==> src/logic/rv_consts.svh <==
`ifndef RV_CONSTS_SVH
`define RV_CONSTS_SVH

// data and address width
`define RV_XLEN 32

// integer register count, x0 included
`define RV_NREGS 32

// first fetch after reset
`define RV_RESET_VEC 32'h0000_0000

// fetch target for every trap
`define RV_TRAP_VEC 32'h0000_0100

`endif

==> src/logic/rv_pkg.sv <==
`include "rv_consts.svh"

package rv_pkg;

  // major opcodes, inst[6:0]
  typedef enum logic [6:0] {
    OPC_OP     = 7'b0110011,
    OPC_OP_IMM = 7'b0010011,
    OPC_LUI    = 7'b0110111,
    OPC_LOAD   = 7'b0000011,
    OPC_STORE  = 7'b0100011,
    OPC_BRANCH = 7'b1100011,
    OPC_JAL    = 7'b1101111
  } opcode_e;

  typedef enum logic [3:0] {
    ALU_ADD, ALU_SUB, ALU_AND, ALU_OR, ALU_XOR, ALU_SLT,
    ALU_SLTU, ALU_SLL, ALU_SRL, ALU_SRA, ALU_PASS_B
  } alu_op_e;

  // same code as funct3[1:0] of loads and stores
  typedef enum logic [1:0] {
    SIZE_BYTE = 2'b00,
    SIZE_HALF = 2'b01,
    SIZE_WORD = 2'b10
  } mem_size_e;

  typedef enum logic [1:0] {
    FWD_REG, FWD_FROM_MEM, FWD_FROM_WB
  } fwd_sel_e;

  // mcause numbering
  typedef enum logic [3:0] {
    CAUSE_NONE             = 4'd0,
    CAUSE_ILLEGAL_INST     = 4'd2,
    CAUSE_LOAD_MISALIGNED  = 4'd4,
    CAUSE_STORE_MISALIGNED = 4'd6
  } cause_e;

  typedef struct packed {
    alu_op_e    alu_op;
    logic       alu_src;    // 1: immediate as operand b
    logic       branch;
    logic       jal;
    logic [2:0] br_cond;    // funct3 of the branch
    logic       illegal;
  } ex_ctrl_t;

  typedef struct packed {
    logic      req;
    logic      write;
    mem_size_e size;
    logic      load_signed;
  } mem_ctrl_t;

  typedef struct packed {
    logic reg_write;
    logic mem_to_reg;       // 1: load data, 0: alu result
  } wb_ctrl_t;

  typedef struct packed {
    logic [4:0] rs1_d;
    logic [4:0] rs2_d;
    logic [4:0] rs1_e;
    logic [4:0] rs2_e;
    logic [4:0] rd_e;
    logic [4:0] rd_m;
    logic [4:0] rd_w;
  } reg_addrs_t;

  typedef struct packed {
    fwd_sel_e fwd_a;
    fwd_sel_e fwd_b;
    logic     stall_f;
    logic     stall_d;
    logic     flush_d;
    logic     flush_e;
  } hazard_t;

  typedef struct packed {
    logic                req;
    logic                write;
    mem_size_e           size;
    logic [`RV_XLEN-1:0] addr;
    logic [`RV_XLEN-1:0] wdata;
  } dbus_req_t;

  typedef struct packed {
    logic                valid;
    cause_e              cause;
    logic [`RV_XLEN-1:0] pc;
  } trap_t;

endpackage

==> src/logic/rv_controller.sv <==
`timescale 1ns/1ns

module rv_controller import rv_pkg::*; (
  input  logic        clk,
  input  logic        i_rst_n,
  input  logic [31:0] i_inst_d,
  input  hazard_t     i_hazard,
  input  logic        i_fault,
  output ex_ctrl_t    o_ex_ctrl,
  output mem_ctrl_t   o_mem_ctrl,
  output mem_ctrl_t   o_mem_ctrl_e,
  output wb_ctrl_t    o_wb_ctrl,
  output logic        o_load_e,
  output logic        o_regwrite_m,
  output logic        o_regwrite_w
);

  logic [2:0] f3;
  logic [6:0] f7;
  logic       f7_zero, f7_alt;
  ex_ctrl_t   ex_d, ex_e;
  mem_ctrl_t  mem_d, mem_e, mem_m;
  wb_ctrl_t   wb_d, wb_e, wb_m, wb_w;

  function automatic alu_op_e alu_from_f3(input logic [2:0] f, input logic alt);
    case (f)
      3'b000:  alu_from_f3 = alt ? ALU_SUB : ALU_ADD;
      3'b001:  alu_from_f3 = ALU_SLL;
      3'b010:  alu_from_f3 = ALU_SLT;
      3'b011:  alu_from_f3 = ALU_SLTU;
      3'b100:  alu_from_f3 = ALU_XOR;
      3'b101:  alu_from_f3 = alt ? ALU_SRA : ALU_SRL;
      3'b110:  alu_from_f3 = ALU_OR;
      default: alu_from_f3 = ALU_AND;
    endcase
  endfunction

  assign f3      = i_inst_d[14:12];
  assign f7      = i_inst_d[31:25];
  assign f7_zero = (f7 == 7'b0000000);
  assign f7_alt  = (f7 == 7'b0100000);

  always_comb begin
    ex_d  = '0;
    mem_d = '0;
    wb_d  = '0;
    case (opcode_e'(i_inst_d[6:0]))
      OPC_OP: begin
        ex_d.alu_op  = alu_from_f3(f3, f7_alt);
        ex_d.illegal = !(f7_zero || (f7_alt && (f3 == 3'b000 || f3 == 3'b101)));
        wb_d.reg_write = 1'b1;
      end
      OPC_OP_IMM: begin
        // only shifts carry funct7
        ex_d.alu_op  = alu_from_f3(f3, f3 == 3'b101 && f7_alt);
        ex_d.alu_src = 1'b1;
        ex_d.illegal = (f3 == 3'b001 && !f7_zero) ||
                       (f3 == 3'b101 && !(f7_zero || f7_alt));
        wb_d.reg_write = 1'b1;
      end
      OPC_LUI: begin
        ex_d.alu_op    = ALU_PASS_B;
        ex_d.alu_src   = 1'b1;
        wb_d.reg_write = 1'b1;
      end
      OPC_LOAD: begin
        ex_d.alu_src      = 1'b1;
        ex_d.illegal      = (f3[1:0] == 2'b11) || (f3[2] && f3[1]);
        mem_d.req         = 1'b1;
        mem_d.size        = mem_size_e'(f3[1:0]);
        mem_d.load_signed = !f3[2];
        wb_d.reg_write    = 1'b1;
        wb_d.mem_to_reg   = 1'b1;
      end
      OPC_STORE: begin
        ex_d.alu_src = 1'b1;
        ex_d.illegal = f3[2] || (f3[1:0] == 2'b11);
        mem_d.req    = 1'b1;
        mem_d.write  = 1'b1;
        mem_d.size   = mem_size_e'(f3[1:0]);
      end
      OPC_BRANCH: begin
        ex_d.branch  = 1'b1;
        ex_d.br_cond = f3;
        ex_d.illegal = f3[1];
      end
      OPC_JAL: begin
        ex_d.jal       = 1'b1;
        wb_d.reg_write = 1'b1;
      end
      default: ex_d.illegal = 1'b1;
    endcase
    // an illegal word keeps only its flag
    if (ex_d.illegal) begin
      ex_d         = '0;
      ex_d.illegal = 1'b1;
      mem_d        = '0;
      wb_d         = '0;
    end
  end

  always_ff @(posedge clk or negedge i_rst_n) begin
    if (!i_rst_n) begin
      ex_e  <= '0;
      mem_e <= '0;
      wb_e  <= '0;
      mem_m <= '0;
      wb_m  <= '0;
      wb_w  <= '0;
    end else begin
      if (i_hazard.flush_e) begin
        ex_e  <= '0;
        mem_e <= '0;
        wb_e  <= '0;
      end else begin
        ex_e  <= ex_d;
        mem_e <= mem_d;
        wb_e  <= wb_d;
      end
      // faulting instruction dies before memory
      mem_m <= i_fault ? '0 : mem_e;
      wb_m  <= i_fault ? '0 : wb_e;
      wb_w  <= wb_m;
    end
  end

  assign o_ex_ctrl    = ex_e;
  assign o_mem_ctrl_e = mem_e;
  assign o_mem_ctrl   = mem_m;
  assign o_wb_ctrl    = wb_w;
  assign o_load_e     = mem_e.req & ~mem_e.write;
  assign o_regwrite_m = wb_m.reg_write;
  assign o_regwrite_w = wb_w.reg_write;

endmodule

==> src/logic/rv_core.sv <==
`timescale 1ns/1ns

module rv_core import rv_pkg::*; (
  input  logic        clk,
  input  logic        i_rst_n,
  input  logic [31:0] i_idt,
  input  logic [31:0] i_rdata,
  output logic [31:0] o_iad,
  output dbus_req_t   o_dbus,
  output trap_t       o_trap
);

  // datapath to the others
  logic [31:0] inst_d, pc_e, addr_e;
  logic        taken_e;
  reg_addrs_t  regs;

  // controller outputs
  ex_ctrl_t    ex_ctrl;
  mem_ctrl_t   mem_ctrl, mem_ctrl_e;
  wb_ctrl_t    wb_ctrl;
  logic        load_e, regwrite_m, regwrite_w;

  hazard_t     hazard;
  logic        fault;

  rv_datapath u_datapath (
    .clk        (clk),
    .i_rst_n    (i_rst_n),
    .i_inst     (i_idt),
    .i_rdata    (i_rdata),
    .i_ex_ctrl  (ex_ctrl),
    .i_mem_ctrl (mem_ctrl),
    .i_wb_ctrl  (wb_ctrl),
    .i_hazard   (hazard),
    .i_fault    (fault),
    .o_pc_f     (o_iad),
    .o_inst_d   (inst_d),
    .o_regs     (regs),
    .o_pc_e     (pc_e),
    .o_addr_e   (addr_e),
    .o_taken_e  (taken_e),
    .o_dbus     (o_dbus)
  );

  rv_controller u_controller (
    .clk          (clk),
    .i_rst_n      (i_rst_n),
    .i_inst_d     (inst_d),
    .i_hazard     (hazard),
    .i_fault      (fault),
    .o_ex_ctrl    (ex_ctrl),
    .o_mem_ctrl   (mem_ctrl),
    .o_mem_ctrl_e (mem_ctrl_e),
    .o_wb_ctrl    (wb_ctrl),
    .o_load_e     (load_e),
    .o_regwrite_m (regwrite_m),
    .o_regwrite_w (regwrite_w)
  );

  rv_hazard u_hazard (
    .i_regs       (regs),
    .i_load_e     (load_e),
    .i_regwrite_m (regwrite_m),
    .i_regwrite_w (regwrite_w),
    .i_taken_e    (taken_e),
    .i_fault      (fault),
    .o_hazard     (hazard)
  );

  rv_exception u_exception (
    .clk          (clk),
    .i_rst_n      (i_rst_n),
    .i_pc_e       (pc_e),
    .i_addr_e     (addr_e),
    .i_ex_ctrl    (ex_ctrl),
    .i_mem_ctrl_e (mem_ctrl_e),
    .o_fault      (fault),
    .o_trap       (o_trap)
  );

endmodule

==> src/logic/rv_datapath.sv <==
`timescale 1ns/1ns
`include "rv_consts.svh"

module rv_datapath import rv_pkg::*; (
  input  logic                clk,
  input  logic                i_rst_n,
  input  logic [`RV_XLEN-1:0] i_inst,
  input  logic [`RV_XLEN-1:0] i_rdata,
  input  ex_ctrl_t            i_ex_ctrl,
  input  mem_ctrl_t           i_mem_ctrl,
  input  wb_ctrl_t            i_wb_ctrl,
  input  hazard_t             i_hazard,
  input  logic                i_fault,
  output logic [`RV_XLEN-1:0] o_pc_f,
  output logic [`RV_XLEN-1:0] o_inst_d,
  output reg_addrs_t          o_regs,
  output logic [`RV_XLEN-1:0] o_pc_e,
  output logic [`RV_XLEN-1:0] o_addr_e,
  output logic                o_taken_e,
  output dbus_req_t           o_dbus
);

  // addi x0, x0, 0
  localparam logic [`RV_XLEN-1:0] NOP = 32'h0000_0013;

  logic [`RV_XLEN-1:0] pc_f, pc_next;
  logic [`RV_XLEN-1:0] inst_d, pc_d, imm_d, rv1_d, rv2_d;
  logic [4:0]          rs1_d, rs2_d, rd_d;
  logic [`RV_XLEN-1:0] regs [`RV_NREGS];

  logic [`RV_XLEN-1:0] pc_e, imm_e, rv1_e, rv2_e;
  logic [4:0]          rs1_e, rs2_e, rd_e;
  logic [`RV_XLEN-1:0] op_a, op_b, alu_b, alu_out, result_e, target_e;
  logic                cond_e, taken_e;

  logic [`RV_XLEN-1:0] result_m, store_m, load_shift, load_m;
  logic [4:0]          rd_m;

  logic [`RV_XLEN-1:0] result_w, load_w, wb_data;
  logic [4:0]          rd_w;

  // fetch: trap beats branch beats stall
  always_comb begin
    if (i_fault) begin
      pc_next = `RV_TRAP_VEC;
    end else if (taken_e) begin
      pc_next = target_e;
    end else if (i_hazard.stall_f) begin
      pc_next = pc_f;
    end else begin
      pc_next = pc_f + 32'd4;
    end
  end

  always_ff @(posedge clk or negedge i_rst_n) begin
    if (!i_rst_n) begin
      pc_f <= `RV_RESET_VEC;
    end else begin
      pc_f <= pc_next;
    end
  end

  // fetch/decode register, a flush inserts a nop
  always_ff @(posedge clk or negedge i_rst_n) begin
    if (!i_rst_n) begin
      inst_d <= NOP;
      pc_d   <= `RV_RESET_VEC;
    end else if (i_hazard.flush_d) begin
      inst_d <= NOP;
    end else if (!i_hazard.stall_d) begin
      inst_d <= i_inst;
      pc_d   <= pc_f;
    end
  end

  assign rs1_d = inst_d[19:15];
  assign rs2_d = inst_d[24:20];
  assign rd_d  = inst_d[11:7];

  // immediate by format
  always_comb begin
    case (opcode_e'(inst_d[6:0]))
      OPC_OP_IMM, OPC_LOAD:
        imm_d = {{20{inst_d[31]}}, inst_d[31:20]};
      OPC_STORE:
        imm_d = {{20{inst_d[31]}}, inst_d[31:25], inst_d[11:7]};
      OPC_BRANCH:
        imm_d = {{19{inst_d[31]}}, inst_d[31], inst_d[7], inst_d[30:25],
                 inst_d[11:8], 1'b0};
      OPC_LUI:
        imm_d = {inst_d[31:12], 12'h000};
      OPC_JAL:
        imm_d = {{11{inst_d[31]}}, inst_d[31], inst_d[19:12], inst_d[20],
                 inst_d[30:21], 1'b0};
      default:
        imm_d = '0;
    endcase
  end

  // register file, writeback visible in the same cycle
  always_ff @(posedge clk) begin
    if (i_wb_ctrl.reg_write && rd_w != 5'd0) begin
      regs[rd_w] <= wb_data;
    end
  end

  always_comb begin
    if (rs1_d == 5'd0) begin
      rv1_d = '0;
    end else if (i_wb_ctrl.reg_write && rd_w == rs1_d) begin
      rv1_d = wb_data;
    end else begin
      rv1_d = regs[rs1_d];
    end
    if (rs2_d == 5'd0) begin
      rv2_d = '0;
    end else if (i_wb_ctrl.reg_write && rd_w == rs2_d) begin
      rv2_d = wb_data;
    end else begin
      rv2_d = regs[rs2_d];
    end
  end

  // decode/execute payload, control is zeroed in the controller
  always_ff @(posedge clk) begin
    pc_e  <= pc_d;
    imm_e <= imm_d;
    rv1_e <= rv1_d;
    rv2_e <= rv2_d;
    rs1_e <= rs1_d;
    rs2_e <= rs2_d;
    rd_e  <= rd_d;
  end

  // operand forwarding
  always_comb begin
    case (i_hazard.fwd_a)
      FWD_FROM_MEM: op_a = result_m;
      FWD_FROM_WB:  op_a = wb_data;
      default:      op_a = rv1_e;
    endcase
    case (i_hazard.fwd_b)
      FWD_FROM_MEM: op_b = result_m;
      FWD_FROM_WB:  op_b = wb_data;
      default:      op_b = rv2_e;
    endcase
  end

  assign alu_b = i_ex_ctrl.alu_src ? imm_e : op_b;

  always_comb begin
    case (i_ex_ctrl.alu_op)
      ALU_SUB:    alu_out = op_a - alu_b;
      ALU_AND:    alu_out = op_a & alu_b;
      ALU_OR:     alu_out = op_a | alu_b;
      ALU_XOR:    alu_out = op_a ^ alu_b;
      ALU_SLT:    alu_out = {31'd0, $signed(op_a) < $signed(alu_b)};
      ALU_SLTU:   alu_out = {31'd0, op_a < alu_b};
      ALU_SLL:    alu_out = op_a << alu_b[4:0];
      ALU_SRL:    alu_out = op_a >> alu_b[4:0];
      ALU_SRA:    alu_out = $signed(op_a) >>> alu_b[4:0];
      ALU_PASS_B: alu_out = alu_b;
      default:    alu_out = op_a + alu_b;
    endcase
  end

  // branch compare on funct3, only beq/bne/blt/bge decode
  always_comb begin
    case (i_ex_ctrl.br_cond)
      3'b000:  cond_e = (op_a == op_b);
      3'b001:  cond_e = (op_a != op_b);
      3'b100:  cond_e = ($signed(op_a) < $signed(op_b));
      3'b101:  cond_e = ($signed(op_a) >= $signed(op_b));
      default: cond_e = 1'b0;
    endcase
  end

  assign taken_e  = i_ex_ctrl.jal | (i_ex_ctrl.branch & cond_e);
  assign target_e = pc_e + imm_e;
  // jal links pc + 4
  assign result_e = i_ex_ctrl.jal ? pc_e + 32'd4 : alu_out;

  always_ff @(posedge clk) begin
    result_m <= result_e;
    store_m  <= op_b;
    rd_m     <= rd_e;
  end

  // memory stage, store data shifted into its byte lanes
  assign o_dbus.req   = i_mem_ctrl.req;
  assign o_dbus.write = i_mem_ctrl.write;
  assign o_dbus.size  = i_mem_ctrl.size;
  assign o_dbus.addr  = result_m;
  assign o_dbus.wdata = store_m << {result_m[1:0], 3'b000};

  assign load_shift = i_rdata >> {result_m[1:0], 3'b000};

  always_comb begin
    case (i_mem_ctrl.size)
      SIZE_BYTE:
        load_m = {{24{i_mem_ctrl.load_signed & load_shift[7]}}, load_shift[7:0]};
      SIZE_HALF:
        load_m = {{16{i_mem_ctrl.load_signed & load_shift[15]}}, load_shift[15:0]};
      default:
        load_m = i_rdata;
    endcase
  end

  always_ff @(posedge clk) begin
    result_w <= result_m;
    load_w   <= load_m;
    rd_w     <= rd_m;
  end

  assign wb_data = i_wb_ctrl.mem_to_reg ? load_w : result_w;

  assign o_pc_f    = pc_f;
  assign o_inst_d  = inst_d;
  assign o_pc_e    = pc_e;
  assign o_addr_e  = alu_out;
  assign o_taken_e = taken_e;

  assign o_regs.rs1_d = rs1_d;
  assign o_regs.rs2_d = rs2_d;
  assign o_regs.rs1_e = rs1_e;
  assign o_regs.rs2_e = rs2_e;
  assign o_regs.rd_e  = rd_e;
  assign o_regs.rd_m  = rd_m;
  assign o_regs.rd_w  = rd_w;

endmodule

==> src/logic/rv_exception.sv <==
`timescale 1ns/1ns

module rv_exception import rv_pkg::*; (
  input  logic        clk,
  input  logic        i_rst_n,
  input  logic [31:0] i_pc_e,
  input  logic [31:0] i_addr_e,
  input  ex_ctrl_t    i_ex_ctrl,
  input  mem_ctrl_t   i_mem_ctrl_e,
  output logic        o_fault,
  output trap_t       o_trap
);

  logic   misaligned;
  cause_e cause;

  assign misaligned = i_mem_ctrl_e.req &&
                      ((i_mem_ctrl_e.size == SIZE_HALF && i_addr_e[0]) ||
                       (i_mem_ctrl_e.size == SIZE_WORD && i_addr_e[1:0] != 2'b00));

  // illegal wins over misaligned
  always_comb begin
    if (i_ex_ctrl.illegal) begin
      cause = CAUSE_ILLEGAL_INST;
    end else if (misaligned) begin
      cause = i_mem_ctrl_e.write ? CAUSE_STORE_MISALIGNED : CAUSE_LOAD_MISALIGNED;
    end else begin
      cause = CAUSE_NONE;
    end
  end

  assign o_fault = i_ex_ctrl.illegal | misaligned;

  // one-cycle report, lines up with the trap vector fetch
  always_ff @(posedge clk or negedge i_rst_n) begin
    if (!i_rst_n) begin
      o_trap <= '0;
    end else begin
      o_trap.valid <= o_fault;
      o_trap.cause <= cause;
      o_trap.pc    <= i_pc_e;
    end
  end

endmodule

==> src/logic/rv_hazard.sv <==
`timescale 1ns/1ns

module rv_hazard import rv_pkg::*; (
  input  reg_addrs_t i_regs,
  input  logic       i_load_e,
  input  logic       i_regwrite_m,
  input  logic       i_regwrite_w,
  input  logic       i_taken_e,
  input  logic       i_fault,
  output hazard_t    o_hazard
);

  logic load_use, redirect;

  function automatic fwd_sel_e pick_fwd(input logic [4:0] rs, input reg_addrs_t r,
                                        input logic wr_m, input logic wr_w);
    if (rs != 5'd0 && wr_m && r.rd_m == rs) begin
      pick_fwd = FWD_FROM_MEM;
    end else if (rs != 5'd0 && wr_w && r.rd_w == rs) begin
      pick_fwd = FWD_FROM_WB;
    end else begin
      pick_fwd = FWD_REG;
    end
  endfunction

  // load in execute feeding the decode instruction
  assign load_use = i_load_e && i_regs.rd_e != 5'd0 &&
                    (i_regs.rd_e == i_regs.rs1_d || i_regs.rd_e == i_regs.rs2_d);

  assign redirect = i_taken_e | i_fault;

  assign o_hazard.fwd_a   = pick_fwd(i_regs.rs1_e, i_regs, i_regwrite_m, i_regwrite_w);
  assign o_hazard.fwd_b   = pick_fwd(i_regs.rs2_e, i_regs, i_regwrite_m, i_regwrite_w);
  // a redirect discards the stalled instruction anyway
  assign o_hazard.stall_f = load_use & ~redirect;
  assign o_hazard.stall_d = load_use & ~redirect;
  assign o_hazard.flush_d = redirect;
  assign o_hazard.flush_e = redirect | load_use;

endmodule

==> config.mk <==
export PLATFORM = sky130hd
export DESIGN_NAME = rv_core
export DESIGN_NICKNAME = d
export VERILOG_FILES = /design/src/logic/rv_pkg.sv /design/src/logic/rv_controller.sv /design/src/logic/rv_core.sv /design/src/logic/rv_datapath.sv /design/src/logic/rv_exception.sv /design/src/logic/rv_hazard.sv
export VERILOG_INCLUDE_DIRS = /design/src /design/src/logic
export SDC_FILE = /design/constraint.sdc
export NUM_CORES = 2
export LEC_CHECK = 0
export BUFFER_PORTS_ARGS = -buffer_cell sky130_fd_sc_hd__buf_2
export CORE_MARGIN = 2
export CORE_UTILIZATION = 45
export CTS_BUF_LIST = sky130_fd_sc_hd__clkbuf_8
export DETAILED_ROUTE_END_ITERATION = 8
export PLACE_DENSITY = 0.68
export SYNTH_ARGS = -nofsm -noshare
export SYNTH_HDL_FRONTEND = slang
export SYNTH_SLANG_ARGS = --single-unit
==> constraint.sdc <==
create_clock -name clk -period 5.8 [get_ports clk]
set_input_delay 0.87 -clock clk [delete_from_list [all_inputs] [get_ports clk]]
set_output_delay 0.87 -clock clk [all_outputs]
set_load 0.005 [all_outputs]
==> results.toml <==
[synth]
synth_edf_count = 1024
synth_xor_area_frac = 0.0180
yosys-top-cells-area = "edfxtp_1, mux4_2, dfxtp_1"
yosys.area_share.simple = 0.0669
synth_ff_type = "edfxtp_1"
yosys.area_share.adder = 0.0275
post-synth-top-count-cell = "edfxtp_1"
synth.cell_area_sq_um = 75900
ys_ff_latch = 1463
async_flop_share = 0.108
avgSynthCellArea_sq_um = 13.9
synth_top_area_cell = "edfxtp_1"
syn_inst = 5472
muxShareOfSynthArea = 0.226
yosys-top-cells-count = "edfxtp_1, mux4_2, nor2_1"
synth.distinct_cells = 93
synth_warnings = 0
synth_top_area_frac = 0.405
synth_top_family_by_area = "multiplexers"
synth-compound-area-share = 0.0980
ys_seq_area_frac = 0.532

[layout]
seqCellArea_sq_um = 40400
largest-register = "u_datapath.regs"
largest_register_ffs = 1024
area_growth_pct = 14.9
post_route_cells_drive_above_1_share = 0.288
nets = 6209
fill_cells = 13903
reg.largest.list = "u_datapath.regs: 1024 flops, u_exception.o_trap: 35 flops"
multi_input_area_sq_um = 33700

[worst_hold_path]
hold_path_class = "input port to flip-flop"

[power]
total_power_w = 0.0472
ir_drop_uv = 374
pwr_density_cell_nw_per_um2 = 542
p_leak_nw = 31.7

[placement]
routabilityCongestion = 1.07
dp_hpwl_microns = 187000
numPortBuffers = 200

[grt]
overflow = 0
grt_usage = 0.316
grt_pass1_vias = 54227
grt_pass1_wl_microns = 392000
antenna_found_initial = 10
grt_max_degree = 86

[floorplanning]
fp.coreArea_sq_um = 167000
row_count = 150
start_util = 0.453
die_area_sq_um = 172000
dieWidth_microns = 415
die_y_microns = 415
ios = 203

[routing]
drt_wl_total_microns = 276000
via_count = 54774
post_drt_wl_per_cell_microns = 32.9
final_antenna_net_count = 0
viasPerCell = 6.53
route.detailed.drc = 0
firstDrtPassIters = 8
drt_iter0_drc = 6935

[timing]
slew_headroom = 0.0843
period_needed_ns = 5.63
setup_tns_ns = 0
hold_violations = 0
clock.fmax_mhz = 178
fin_crit_sh = 0.970
worstMarginPinSlew_ns = 1.36
finalSetupViolations = 0
fin_skew_ns = 0.0894
final_max_slew_viol_count = 0

[cts]
clkSinkCount = 1463
cts_root_buf = "clkbuf_8"
clk_latency_ns = 1.01
cts_tree = "done"
clk_path_buf_depth = 3
cts_buffers = 232
clkTransAtPathRegs_ns = 0.07
htreeDepth = 4

[worst_setup_path]
cpPeakStageDelay_ns = 0.59
slowest_stage = "or4_1"
crit_family = "simple AND/OR/NAND/NOR gates"
arrival_ns = 6.54
crit_fanout = 14
cp_num_buf_inv = 7
worst_setup_path_start_kind = "flip-flop"
worstSetupPathType = "flip-flop to flip-flop"
critPathRequiredTime_ns = 6.72
end_kind = "flip-flop"
cpMostUsedCell = "buf_4"

[run]
maxCapViolCount = 0

[outcome]
status = "finished, final reports clean"
report_power, final:
part,leakage (nW),switching (W),total (W),internal (W)
Sequential,13.7,0.00133,0.0146,0.0133
Combinational,15.3,0.0142,0.0234,0.00920
Clock,2.72,0.00430,0.00916,0.00486
worst register-to-register path: stages, from the launching register on:
cell and delay, ns:
dfxtp_1 0.34, or4_4 0.54, o211ai_1 0.19, buf_4 0.18, nor2_4 0.07, buf_4 0.19
o21ai_0 0.18, o21ai_0 0.11, buf_4 0.17, mux2i_2 0.23, inv_1 0.08, ha_1 0.22
or4_1 0.59, or3_1 0.36, o211ai_1 0.15, nor4_1 0.09, buf_4 0.17, nor4_4 0.38
o41ai_2 0.14, buf_4 0.17, a221o_1 0.33, a21oi_2 0.20, buf_4 0.14, xnor2_1 0.11
nand2_1 0.07, a32oi_1 0.23
per-stage QoR:
step | setup WS (ns) | std cells | util | hold slack [ns] | area, sq um
final | 0.173 | 8385 | 0.521 | 0.154 | 87200
after global routing | -0.0144 | 8380 | 0.521 | 0.122 | 87200
after CTS | 0.00479 | 8374 | 0.520 | 0.0684 | 87000
after detailed placement | -0.105 | 7943 | 0.491 | 0.353 | 82100
after global placement | -0.0313 | 7943 | 0.491 | 0.350 | 82100
after floorplan | 0.00134 | 5506 | - | 0.331 | 76000
placed cells by master, fill, tap and decap left out, drive strengths merged, types with 30 or more instances in the layout:
master   instances
buf            639
nand4           30
o211ai          54
clkinv          90
dfxtp          281
a2111oi         31
nand2          284
xor2            57
edfxtp        1024
a31oi           32
o22ai           53
a21oi          246
mux2i          170
nor2b           79
nand3           94
a21o            86
nor2           298
clkbuf         251
nor3           110
mux4           646
xnor2           99
o21ai          202
inv            274
a211oi         134
ha             162
nand2b          32
dfrtp          155
o31ai           30
a22oi           55
conb            35
mux2            83
layout make-up:
class                   instances  area share
flip-flops and latches       1463       0.463
repair buffers                642      0.0540
clock buffers                 249      0.0393
inverters                     204     0.00881
diodes                          7    0.000201
clock inverters               181      0.0163
well taps                    2204      0.0316
multi-input cells            3435       0.387
per-layer routing:
metal	up-vias	GRT usage	wire length, microns
li1	22672	-	-
met4	6	0.210	21000
met1	27794	0.393	98900
met2	3512	0.502	130000
met5	-	0	35
met3	790	0.0633	26100
path summary, 6_finish.rpt:
| kind | slack (ns) | cells after the start | start | to |
|---|---|---|---|---|
| min in group asynchronous | 0.36 | 2 | i_rst_n | u_exception.o_trap[19]$_DFF_PN0_ |
| worst min register to register | 0.34 | 0 | u_datapath.result_m[5]$_DFF_P_ | u_datapath.result_w[5]$_DFF_P_ |
| max in group asynchronous | 3.96 | 3 | i_rst_n | u_datapath.o_inst_d[24]$_DFFE_PN0P_ |
| worst max register to register | 0.17 | 25 | u_datapath.rs2_e[2]$_DFF_P_ | u_datapath.result_m[29]$_DFF_P_ |
| worst max-delay path | 0.17 | 25 | u_datapath.rs2_e[2]$_DFF_P_ | u_datapath.result_m[29]$_DFF_P_ |
| worst min-delay path | 0.15 | 2 | i_rdata[26] | u_datapath.load_w[26]$_DFF_P_ |
kinds of logic after synthesis:
kind of cell / after synthesis
flip-flops: 1463
AO/OA/AOI/OAI: 1112
AND/OR/NAND/NOR: 1068
multiplexers: 899
buffers and inverters: 608
adder cells (fa/ha/maj): 165
XOR/XNOR: 156
other: 1
repair_timing:
item                       in CTS  in global routing
cloned                          0                  2
hold endpoints to repair       41                  0
hold buffers                    1                  0
buffers inserted                0                  2
setup endpoints to repair       2                105
resized for setup               1                 28
pin swaps                       0                  1
Power figures use the tool's default switching activity.
